File: src/design/acc_hive_defines.svh
// Size constants shared by every block of the accelerator hive

`ifndef ACC_HIVE_DEFINES_SVH
`define ACC_HIVE_DEFINES_SVH

// --------------------
// Cluster size
// --------------------

// Cores sharing the unit
`define ACC_CORE_COUNT 4
// Enough bits to name any core
`define ACC_CORE_IDX_WIDTH 2

// --------------------
// Payload widths
// --------------------

// Transaction id as issued by a core
`define ACC_ID_WIDTH 5
// Operands and results
`define ACC_DATA_WIDTH 32

`endif
File: src/design/acc_hive_pkg.sv
// Shared vector types, operation codes and channel structs of the accelerator hive

`include "acc_hive_defines.svh"

package acc_hive_pkg;

  // --------------------
  // Vector types
  // --------------------
  typedef logic [`ACC_DATA_WIDTH-1:0]     data_t;
  typedef logic [`ACC_ID_WIDTH-1:0]       core_id_t;
  typedef logic [`ACC_CORE_IDX_WIDTH-1:0] core_idx_t;
  // Core index on top, core id below
  typedef logic [`ACC_CORE_IDX_WIDTH+`ACC_ID_WIDTH-1:0] ext_id_t;
  typedef logic [2:0] op_t;

  // --------------------
  // Operation codes
  // --------------------
  localparam op_t OP_MUL   = 3'd0;
  localparam op_t OP_MULHU = 3'd1;
  localparam op_t OP_DIVU  = 3'd2;
  localparam op_t OP_REMU  = 3'd3;
  // Codes 4 to 7 come back with the error flag set

  // --------------------
  // Channel payloads
  // --------------------
  typedef struct packed {
    core_id_t id;
    op_t      op;
    data_t    arga;
    data_t    argb;
  } acc_req_t;

  typedef struct packed {
    ext_id_t id;
    op_t     op;
    data_t   arga;
    data_t   argb;
  } acc_ext_req_t;

  typedef struct packed {
    core_id_t id;
    logic     error;
    data_t    data;
  } acc_rsp_t;

  typedef struct packed {
    ext_id_t id;
    logic    error;
    data_t   data;
  } acc_ext_rsp_t;

  // Shared unit FSM
  typedef enum logic [1:0] {
    MD_IDLE,
    MD_DIV,
    MD_RESP
  } muldiv_state_e;

endpackage

File: src/design/acc_hive.sv
// Accelerator hive top joining the request arbiter, the shared unit and the response router

`include "acc_hive_defines.svh"

module acc_hive
  import acc_hive_pkg::*;
(
  input  logic                           clk_i,
  input  logic                           rst_i,
  input  acc_req_t [`ACC_CORE_COUNT-1:0] core_req_i,
  input  logic     [`ACC_CORE_COUNT-1:0] core_qvalid_i,
  output logic     [`ACC_CORE_COUNT-1:0] core_qready_o,
  output acc_rsp_t [`ACC_CORE_COUNT-1:0] core_rsp_o,
  output logic     [`ACC_CORE_COUNT-1:0] core_pvalid_o,
  input  logic     [`ACC_CORE_COUNT-1:0] core_pready_i
);

  // Arbiter to unit
  acc_ext_req_t unit_req;
  logic         unit_qvalid;
  logic         unit_qready;

  // Unit to router
  acc_ext_rsp_t unit_rsp;
  logic         unit_pvalid;
  logic         unit_pready;

  // --------------------
  // Input side
  // --------------------
  acc_req_arbiter i_acc_req_arbiter (
    .clk_i         ( clk_i         ),
    .rst_i         ( rst_i         ),
    .core_req_i    ( core_req_i    ),
    .core_qvalid_i ( core_qvalid_i ),
    .core_qready_o ( core_qready_o ),
    .unit_req_o    ( unit_req      ),
    .unit_qvalid_o ( unit_qvalid   ),
    .unit_qready_i ( unit_qready   )
  );

  // --------------------
  // Shared unit
  // --------------------
  shared_muldiv i_shared_muldiv (
    .clk_i    ( clk_i       ),
    .rst_i    ( rst_i       ),
    .req_i    ( unit_req    ),
    .qvalid_i ( unit_qvalid ),
    .qready_o ( unit_qready ),
    .rsp_o    ( unit_rsp    ),
    .pvalid_o ( unit_pvalid ),
    .pready_i ( unit_pready )
  );

  // --------------------
  // Output side
  // --------------------
  acc_resp_router i_acc_resp_router (
    .rsp_i         ( unit_rsp      ),
    .pvalid_i      ( unit_pvalid   ),
    .pready_o      ( unit_pready   ),
    .core_rsp_o    ( core_rsp_o    ),
    .core_pvalid_o ( core_pvalid_o ),
    .core_pready_i ( core_pready_i )
  );

endmodule

File: src/design/acc_resp_router.sv
// Response router that returns each unit response to its core and removes the core index

`include "acc_hive_defines.svh"

module acc_resp_router
  import acc_hive_pkg::*;
(
  input  acc_ext_rsp_t                   rsp_i,
  input  logic                           pvalid_i,
  output logic                           pready_o,
  output acc_rsp_t [`ACC_CORE_COUNT-1:0] core_rsp_o,
  output logic     [`ACC_CORE_COUNT-1:0] core_pvalid_o,
  input  logic     [`ACC_CORE_COUNT-1:0] core_pready_i
);

  core_idx_t sel;

  // Core index sits above the original id
  assign sel = rsp_i.id[`ACC_CORE_IDX_WIDTH+`ACC_ID_WIDTH-1:`ACC_ID_WIDTH];

  // --------------------
  // Valid steering
  // --------------------
  always_comb begin
    for (int i = 0; i < `ACC_CORE_COUNT; i++) begin
      core_pvalid_o[i] = pvalid_i && (sel == core_idx_t'(i));
    end
  end

  // Only the addressed core may accept
  assign pready_o = core_pready_i[sel];

  // --------------------
  // Payload
  // --------------------

  // Every core sees the same payload with its own id restored
  always_comb begin
    for (int i = 0; i < `ACC_CORE_COUNT; i++) begin
      core_rsp_o[i].id    = rsp_i.id[`ACC_ID_WIDTH-1:0];
      core_rsp_o[i].error = rsp_i.error;
      core_rsp_o[i].data  = rsp_i.data;
    end
  end

endmodule

File: src/design/shared_muldiv.sv
// Shared multiply/divide unit serving one request at a time with iterative division

`include "acc_hive_defines.svh"

module shared_muldiv
  import acc_hive_pkg::*;
(
  input  logic         clk_i,
  input  logic         rst_i,
  input  acc_ext_req_t req_i,
  input  logic         qvalid_i,
  output logic         qready_o,
  output acc_ext_rsp_t rsp_o,
  output logic         pvalid_o,
  input  logic         pready_i
);

  typedef logic [2*`ACC_DATA_WIDTH-1:0]     product_t;
  typedef logic [$clog2(`ACC_DATA_WIDTH):0] step_t;

  muldiv_state_e state_q, state_d;
  step_t         step_q;

  acc_ext_rsp_t  rsp_q;
  op_t           op_q;
  data_t         divisor_q;
  // Partial remainder
  data_t         rem_q;
  // Dividend shifts out on top while quotient bits enter below
  data_t         quo_q;

  logic          accept;
  logic          div_op;
  logic          step_done;
  product_t      product;
  logic [`ACC_DATA_WIDTH:0] rem_shift;
  logic [`ACC_DATA_WIDTH:0] rem_diff;

  // --------------------
  // Handshake and decode
  // --------------------
  assign qready_o  = (state_q == MD_IDLE);
  assign accept    = qvalid_i && qready_o;
  assign div_op    = (req_i.op == OP_DIVU) || (req_i.op == OP_REMU);
  assign step_done = (step_q == step_t'(`ACC_DATA_WIDTH));

  // Full unsigned product straight from the request
  assign product = product_t'(req_i.arga) * product_t'(req_i.argb);

  // One restoring step.
  // A borrow out of the top bit means the divisor did not fit
  assign rem_shift = {rem_q, quo_q[`ACC_DATA_WIDTH-1]};
  assign rem_diff  = rem_shift - {1'b0, divisor_q};

  // --------------------
  // FSM
  // --------------------
  always_comb begin
    state_d = state_q;
    unique case (state_q)
      MD_IDLE: begin
        if (accept) begin
          state_d = div_op ? MD_DIV : MD_RESP;
        end
      end
      MD_DIV: begin
        if (step_done) begin
          state_d = MD_RESP;
        end
      end
      MD_RESP: begin
        if (pready_i) begin
          state_d = MD_IDLE;
        end
      end
      default: state_d = MD_IDLE;
    endcase
  end

  always_ff @(posedge clk_i) begin
    if (rst_i) begin
      state_q <= MD_IDLE;
      step_q  <= '0;
    end else begin
      state_q <= state_d;
      if (accept) begin
        step_q <= '0;
      end else if (state_q == MD_DIV && !step_done) begin
        step_q <= step_q + step_t'(1);
      end
    end
  end

  // --------------------
  // Datapath
  // --------------------
  always_ff @(posedge clk_i) begin
    if (accept) begin
      rsp_q.id    <= req_i.id;
      rsp_q.error <= 1'b0;
      op_q        <= req_i.op;
      divisor_q   <= req_i.argb;
      quo_q       <= req_i.arga;
      rem_q       <= '0;
      unique case (req_i.op)
        OP_MUL:   rsp_q.data <= product[`ACC_DATA_WIDTH-1:0];
        OP_MULHU: rsp_q.data <= product[2*`ACC_DATA_WIDTH-1:`ACC_DATA_WIDTH];
        // Filled in when the last step is done
        OP_DIVU,
        OP_REMU:  rsp_q.data <= '0;
        default: begin
          rsp_q.error <= 1'b1;
          rsp_q.data  <= '0;
        end
      endcase
    end else if (state_q == MD_DIV) begin
      if (step_done) begin
        rsp_q.data <= (op_q == OP_REMU) ? rem_q : quo_q;
      end else begin
        // Zero divisor never borrows, so the quotient
        // fills with ones and the remainder ends as arga
        quo_q <= {quo_q[`ACC_DATA_WIDTH-2:0], ~rem_diff[`ACC_DATA_WIDTH]};
        if (rem_diff[`ACC_DATA_WIDTH]) begin
          rem_q <= rem_shift[`ACC_DATA_WIDTH-1:0];
        end else begin
          rem_q <= rem_diff[`ACC_DATA_WIDTH-1:0];
        end
      end
    end
  end

  // Response held stable in MD_RESP until taken
  assign rsp_o    = rsp_q;
  assign pvalid_o = (state_q == MD_RESP);

endmodule

File: src/design/acc_req_arbiter.sv
// Round-robin arbiter that tags core requests with the core index and registers the winner

`include "acc_hive_defines.svh"

module acc_req_arbiter
  import acc_hive_pkg::*;
(
  input  logic                                clk_i,
  input  logic                                rst_i,
  input  acc_req_t [`ACC_CORE_COUNT-1:0]      core_req_i,
  input  logic     [`ACC_CORE_COUNT-1:0]      core_qvalid_i,
  output logic     [`ACC_CORE_COUNT-1:0]      core_qready_o,
  output acc_ext_req_t                        unit_req_o,
  output logic                                unit_qvalid_o,
  input  logic                                unit_qready_i
);

  // First core to look at in the next search
  core_idx_t    start_q;
  core_idx_t    grant_idx;
  logic         grant_valid;
  logic         slot_free;
  logic         accept;

  acc_ext_req_t slot_req_q;
  logic         slot_valid_q;

  // --------------------
  // Grant selection
  // --------------------

  // Walk the cores once, beginning at start_q. The index wraps with its width
  always_comb begin
    core_idx_t cand;
    cand        = start_q;
    grant_valid = 1'b0;
    grant_idx   = start_q;
    for (int i = 0; i < `ACC_CORE_COUNT; i++) begin
      cand = start_q + core_idx_t'(i);
      if (!grant_valid && core_qvalid_i[cand]) begin
        grant_valid = 1'b1;
        grant_idx   = cand;
      end
    end
  end

  // Slot can take a new entry when empty or drained this cycle
  assign slot_free = !slot_valid_q || unit_qready_i;
  assign accept    = grant_valid && slot_free;

  always_comb begin
    core_qready_o = '0;
    core_qready_o[grant_idx] = grant_valid && slot_free;
  end

  // --------------------
  // Registered slot
  // --------------------
  always_ff @(posedge clk_i) begin
    if (rst_i) begin
      slot_valid_q <= 1'b0;
      start_q      <= '0;
    end else begin
      if (accept) begin
        slot_valid_q <= 1'b1;
        // Granted core drops to lowest priority
        start_q      <= grant_idx + core_idx_t'(1);
      end else if (unit_qready_i) begin
        slot_valid_q <= 1'b0;
      end
    end
  end

  always_ff @(posedge clk_i) begin
    if (accept) begin
      slot_req_q.id   <= {grant_idx, core_req_i[grant_idx].id};
      slot_req_q.op   <= core_req_i[grant_idx].op;
      slot_req_q.arga <= core_req_i[grant_idx].arga;
      slot_req_q.argb <= core_req_i[grant_idx].argb;
    end
  end

  assign unit_req_o    = slot_req_q;
  assign unit_qvalid_o = slot_valid_q;

endmodule

File: config.mk
export PLATFORM = sky130hd
export DESIGN_NAME = acc_hive
export DESIGN_NICKNAME = d
export VERILOG_FILES = /design/src/design/acc_hive_pkg.sv /design/src/design/acc_hive.sv /design/src/design/acc_resp_router.sv /design/src/design/shared_muldiv.sv /design/src/design/acc_req_arbiter.sv
export VERILOG_INCLUDE_DIRS = /design/src /design/src/design
export SDC_FILE = /design/constraint.sdc
export NUM_CORES = 2
export LEC_CHECK = 0
export BUFFER_PORTS_ARGS = -buffer_cell sky130_fd_sc_hd__buf_4
export CAP_MARGIN = 20
export CORE_UTILIZATION = 45
export CTS_CLUSTER_DIAMETER = 60
export DETAILED_ROUTE_END_ITERATION = 6
export PLACE_DENSITY = 0.66
export SYNTH_ARGS = -nofsm -noshare
export SYNTH_HDL_FRONTEND = slang
export SYNTH_SLANG_ARGS = --single-unit
File: constraint.sdc
create_clock -name clk_i -period 8.8 [get_ports clk_i]
set_input_delay 0.44 -clock clk_i [delete_from_list [all_inputs] [get_ports clk_i]]
set_output_delay 0.44 -clock clk_i [all_outputs]
set_load 0.03 [all_outputs]
==> impl_metrics.env <==
export IMPL_root_buffer="clkbuf_16"
export IMPL_cts_tree="yes"
export IMPL_synthTopCellsByArea="fa_1 (38%), edfxtp_1 (12%), and2_1 (8.0%)"
export IMPL_core_rowCount=118
export IMPL_worstMarginPinSlew_ns=1.08
export IMPL_die_y_microns=326
export IMPL_synthArstFlopShare_pct=0
export IMPL_wl_met3_microns=14200
export IMPL_cts_buffer_depth=3
export IMPL_grt_total_usage_pct=26.8
export IMPL_yosysTopAreaCell="fa_1"
export IMPL_hold_buffers=0
export IMPL_required_ns=9.14
export IMPL_syn_to_final_growth_pct=12.0
export IMPL_finalMaxSlewViolations=0
export IMPL_stdcell_area_sq_mm=0.0529
export IMPL_start_util_pct=45.5
export IMPL_drt_initial_drc_count=2908
export IMPL_min_period_over_period_pct=97.6
export IMPL_finalHoldViolations=0
export IMPL_nets=6983
export IMPL_dpl_hpwl_microns=114000
export IMPL_antenna_found_initial=2
export IMPL_gp_congestion=0.954
export IMPL_grt_overflow_total=0
export IMPL_drc=0
export IMPL_clk_pin_slew_ns=0.06
export IMPL_dr_max_layer_used="met4"
export IMPL_htreeDepth=2
export IMPL_tns_ns=0
export IMPL_maxSlewHeadroom_pct=27.6
export IMPL_ys_top_cells_by_count="nand2_1 (987), inv_1 (902), fa_1 (897)"
export IMPL_r2r_start="i_acc_req_arbiter.unit_req_o[61]"
export IMPL_cts_sinks=224
export IMPL_grt_pass1_wl_microns=223000
export IMPL_postSynthAreaPerCell_sq_um=8.94
export IMPL_status="finished, final reports clean"
export IMPL_ys_flop_type="edfxtp_1"
export IMPL_rsz0062_at_grt="false"
export IMPL_cts_buffers=35
export IMPL_synth_seq_area_share_pct=13.3
export IMPL_startpoint_type="flop"
export IMPL_synth_cell_types=80
export IMPL_io_buffers=457
export IMPL_core_area_sq_mm=0.104
export IMPL_worstPathArrival_ns=8.92
export IMPL_hold_class="in -> reg"
export IMPL_setup_viol=0
export IMPL_yosysTopAreaCellShare_pct=38.0
export IMPL_drt_wl_total_microns=143000
export IMPL_wl_met2_microns=65000
export IMPL_yosysMostFrequentCell="nand2_1"
export IMPL_drive_above_1_share_pct=12.9
export IMPL_met1_length_microns=60300
export IMPL_postRouteAntennaNets=0
export IMPL_cp_max_fo=13
export IMPL_skew_ns=0.0299
export IMPL_grt_max_degree=96
export IMPL_wl_per_cell_microns=20.7
export IMPL_min_period_ns=8.59
export IMPL_num_vias=37082
export IMPL_r2r_slack_ns=0.21
export IMPL_synth_nets=6778
export IMPL_post_cts_buffers=0
export IMPL_crit_start="i_acc_req_arbiter.unit_req_o[61]"
export IMPL_io_pins=458
export IMPL_synth_edf_count=181
export IMPL_dieArea_sq_mm=0.106
export IMPL_die_x_microns=326
export IMPL_synth_cells=5282
export IMPL_cp_end_kind="flop"
export IMPL_yosys_warnings=0
export IMPL_path_class="reg -> reg"
export IMPL_fmax_ghz=0.116
export IMPL_grt_pass1_vias=38751
export IMPL_cts_resized_gates=0
export IMPL_ys_ff_latch=224
export IMPL_worstHoldStart="rst_i"
export IMPL_clk_latency_ns=0.58
export IMPL_routed_via_density=5.38
export IMPL_placed_area_sq_mm=0.0511
export IMPL_first_pass_iters=7
export IMPL_drv_cap=0
export IMPL_syn_area_sq_mm=0.0472
==> final timing paths <==
check	end	depth (start not counted)
setup reg to reg	i_shared_muldiv.rsp_o[25]	23
hold / removal	i_acc_req_arbiter.start_q[1]	2
hold reg to reg	i_shared_muldiv.rsp_o[36]	0
setup / recovery	i_shared_muldiv.rsp_o[25]	23
==> logic make-up after synthesis <==
logic type | synth area share, %
compound gates | 6.71
flops | 13.3
simple gates | 19.3
fa+ha+maj | 46.0
buf+inv | 12.1
mux | 0.896
xor+xnor | 1.61
==> through the flow <==
| step | std cells | hold slack (ns) | utilization, % | worst slack (ns) |
|---|---|---|---|---|
| 5_1_grt | 6894 | 0.110 | 51.0 | 0.000345 |
| 4_1_cts | 6849 | 0.0851 | 50.4 | 0.183 |
| 2_1_floorplan | 5282 | 0.400 | - | 1.44 |
| 3_5_place_dp | 6785 | 0.412 | 49.2 | 0.250 |
| 3_3_place_gp | 6784 | 0.401 | 49.2 | 0.227 |
| 6_report | 6895 | 0.106 | 51.0 | 0.214 |
==> routing by layer <==
| layer | up-vias | track usage [%] |
|---|---|---|
| li1 | 16498 | - |
| met1 | 18761 | 38.4 |
| met2 | 1648 | 42.1 |
| met3 | 175 | 5.16 |
| met4 | 0 | 6.06 |
| met5 | - | 0 |
==> cell type report <==
type	instances	area, sq um
clock buffers	43	937
diodes	1	2.50
repair buffers	623	4970
well taps	1380	1730
clock inverters	21	314
multi-input cells	3697	35200
fillers	9656	50900
inverters	906	3400
flip-flops and latches	224	6300
==> flip-flops by register name, indices dropped and copies added (netlist names) <==
name and flops:
i_shared_muldiv.quo_q 32, i_shared_muldiv.state_q 2, i_shared_muldiv.rem_q 32, i_acc_req_arbiter.unit_req_o 74, i_acc_req_arbiter.unit_qvalid_o 1, i_acc_req_arbiter.start_q 2, i_shared_muldiv.rsp_o 40, i_shared_muldiv.step_q 6
i_shared_muldiv.op_q 3, i_shared_muldiv.divisor_q 32
==> cell usage in the layout, fill, tap and decap left out, types with 10 or more instances in the layout <==
master       n
a21oi_1    113
nand2_1    986
a211oi_1    13
a221oi_1    17
o21ai_0     50
clkbuf_16   36
xnor2_1     56
o21bai_1    13
nor3_1      12
nor2_1      64
nand3_1     38
dfxtp_1     43
buf_4      593
nand2b_1    13
o21ai_1     49
edfxtp_1   181
nand4_1     19
fa_1       897
mux2i_1     40
and3_1      97
buf_12      14
and2_1     605
o21a_1      12
inv_1      902
xor2_1      31
buf_6       10
ha_1       301
a31oi_1    102
a21o_1      48
==> critical path, stage by stage, from the launching register on <==
cell      delay, ns
edfxtp_1       0.80
nand2_1        0.20
fa_1           0.57
inv_1          0.05
fa_1           0.50
inv_1          0.06
fa_1           0.51
fa_1           0.57
inv_1          0.06
fa_1           0.48
fa_1           0.48
fa_1           0.58
fa_1           0.43
ha_1           0.49
nand2_1        0.20
o21a_1         0.27
o221ai_1       0.33
a21oi_1        0.13
o21ai_0        0.38
inv_1          0.15
a211oi_1       0.45
or3_1          0.17
nand3_1        0.10
a32oi_1        0.37
Power is not shown: default switching activity piles up to over one toggle a cycle in this logic, so the estimate is an artifact.
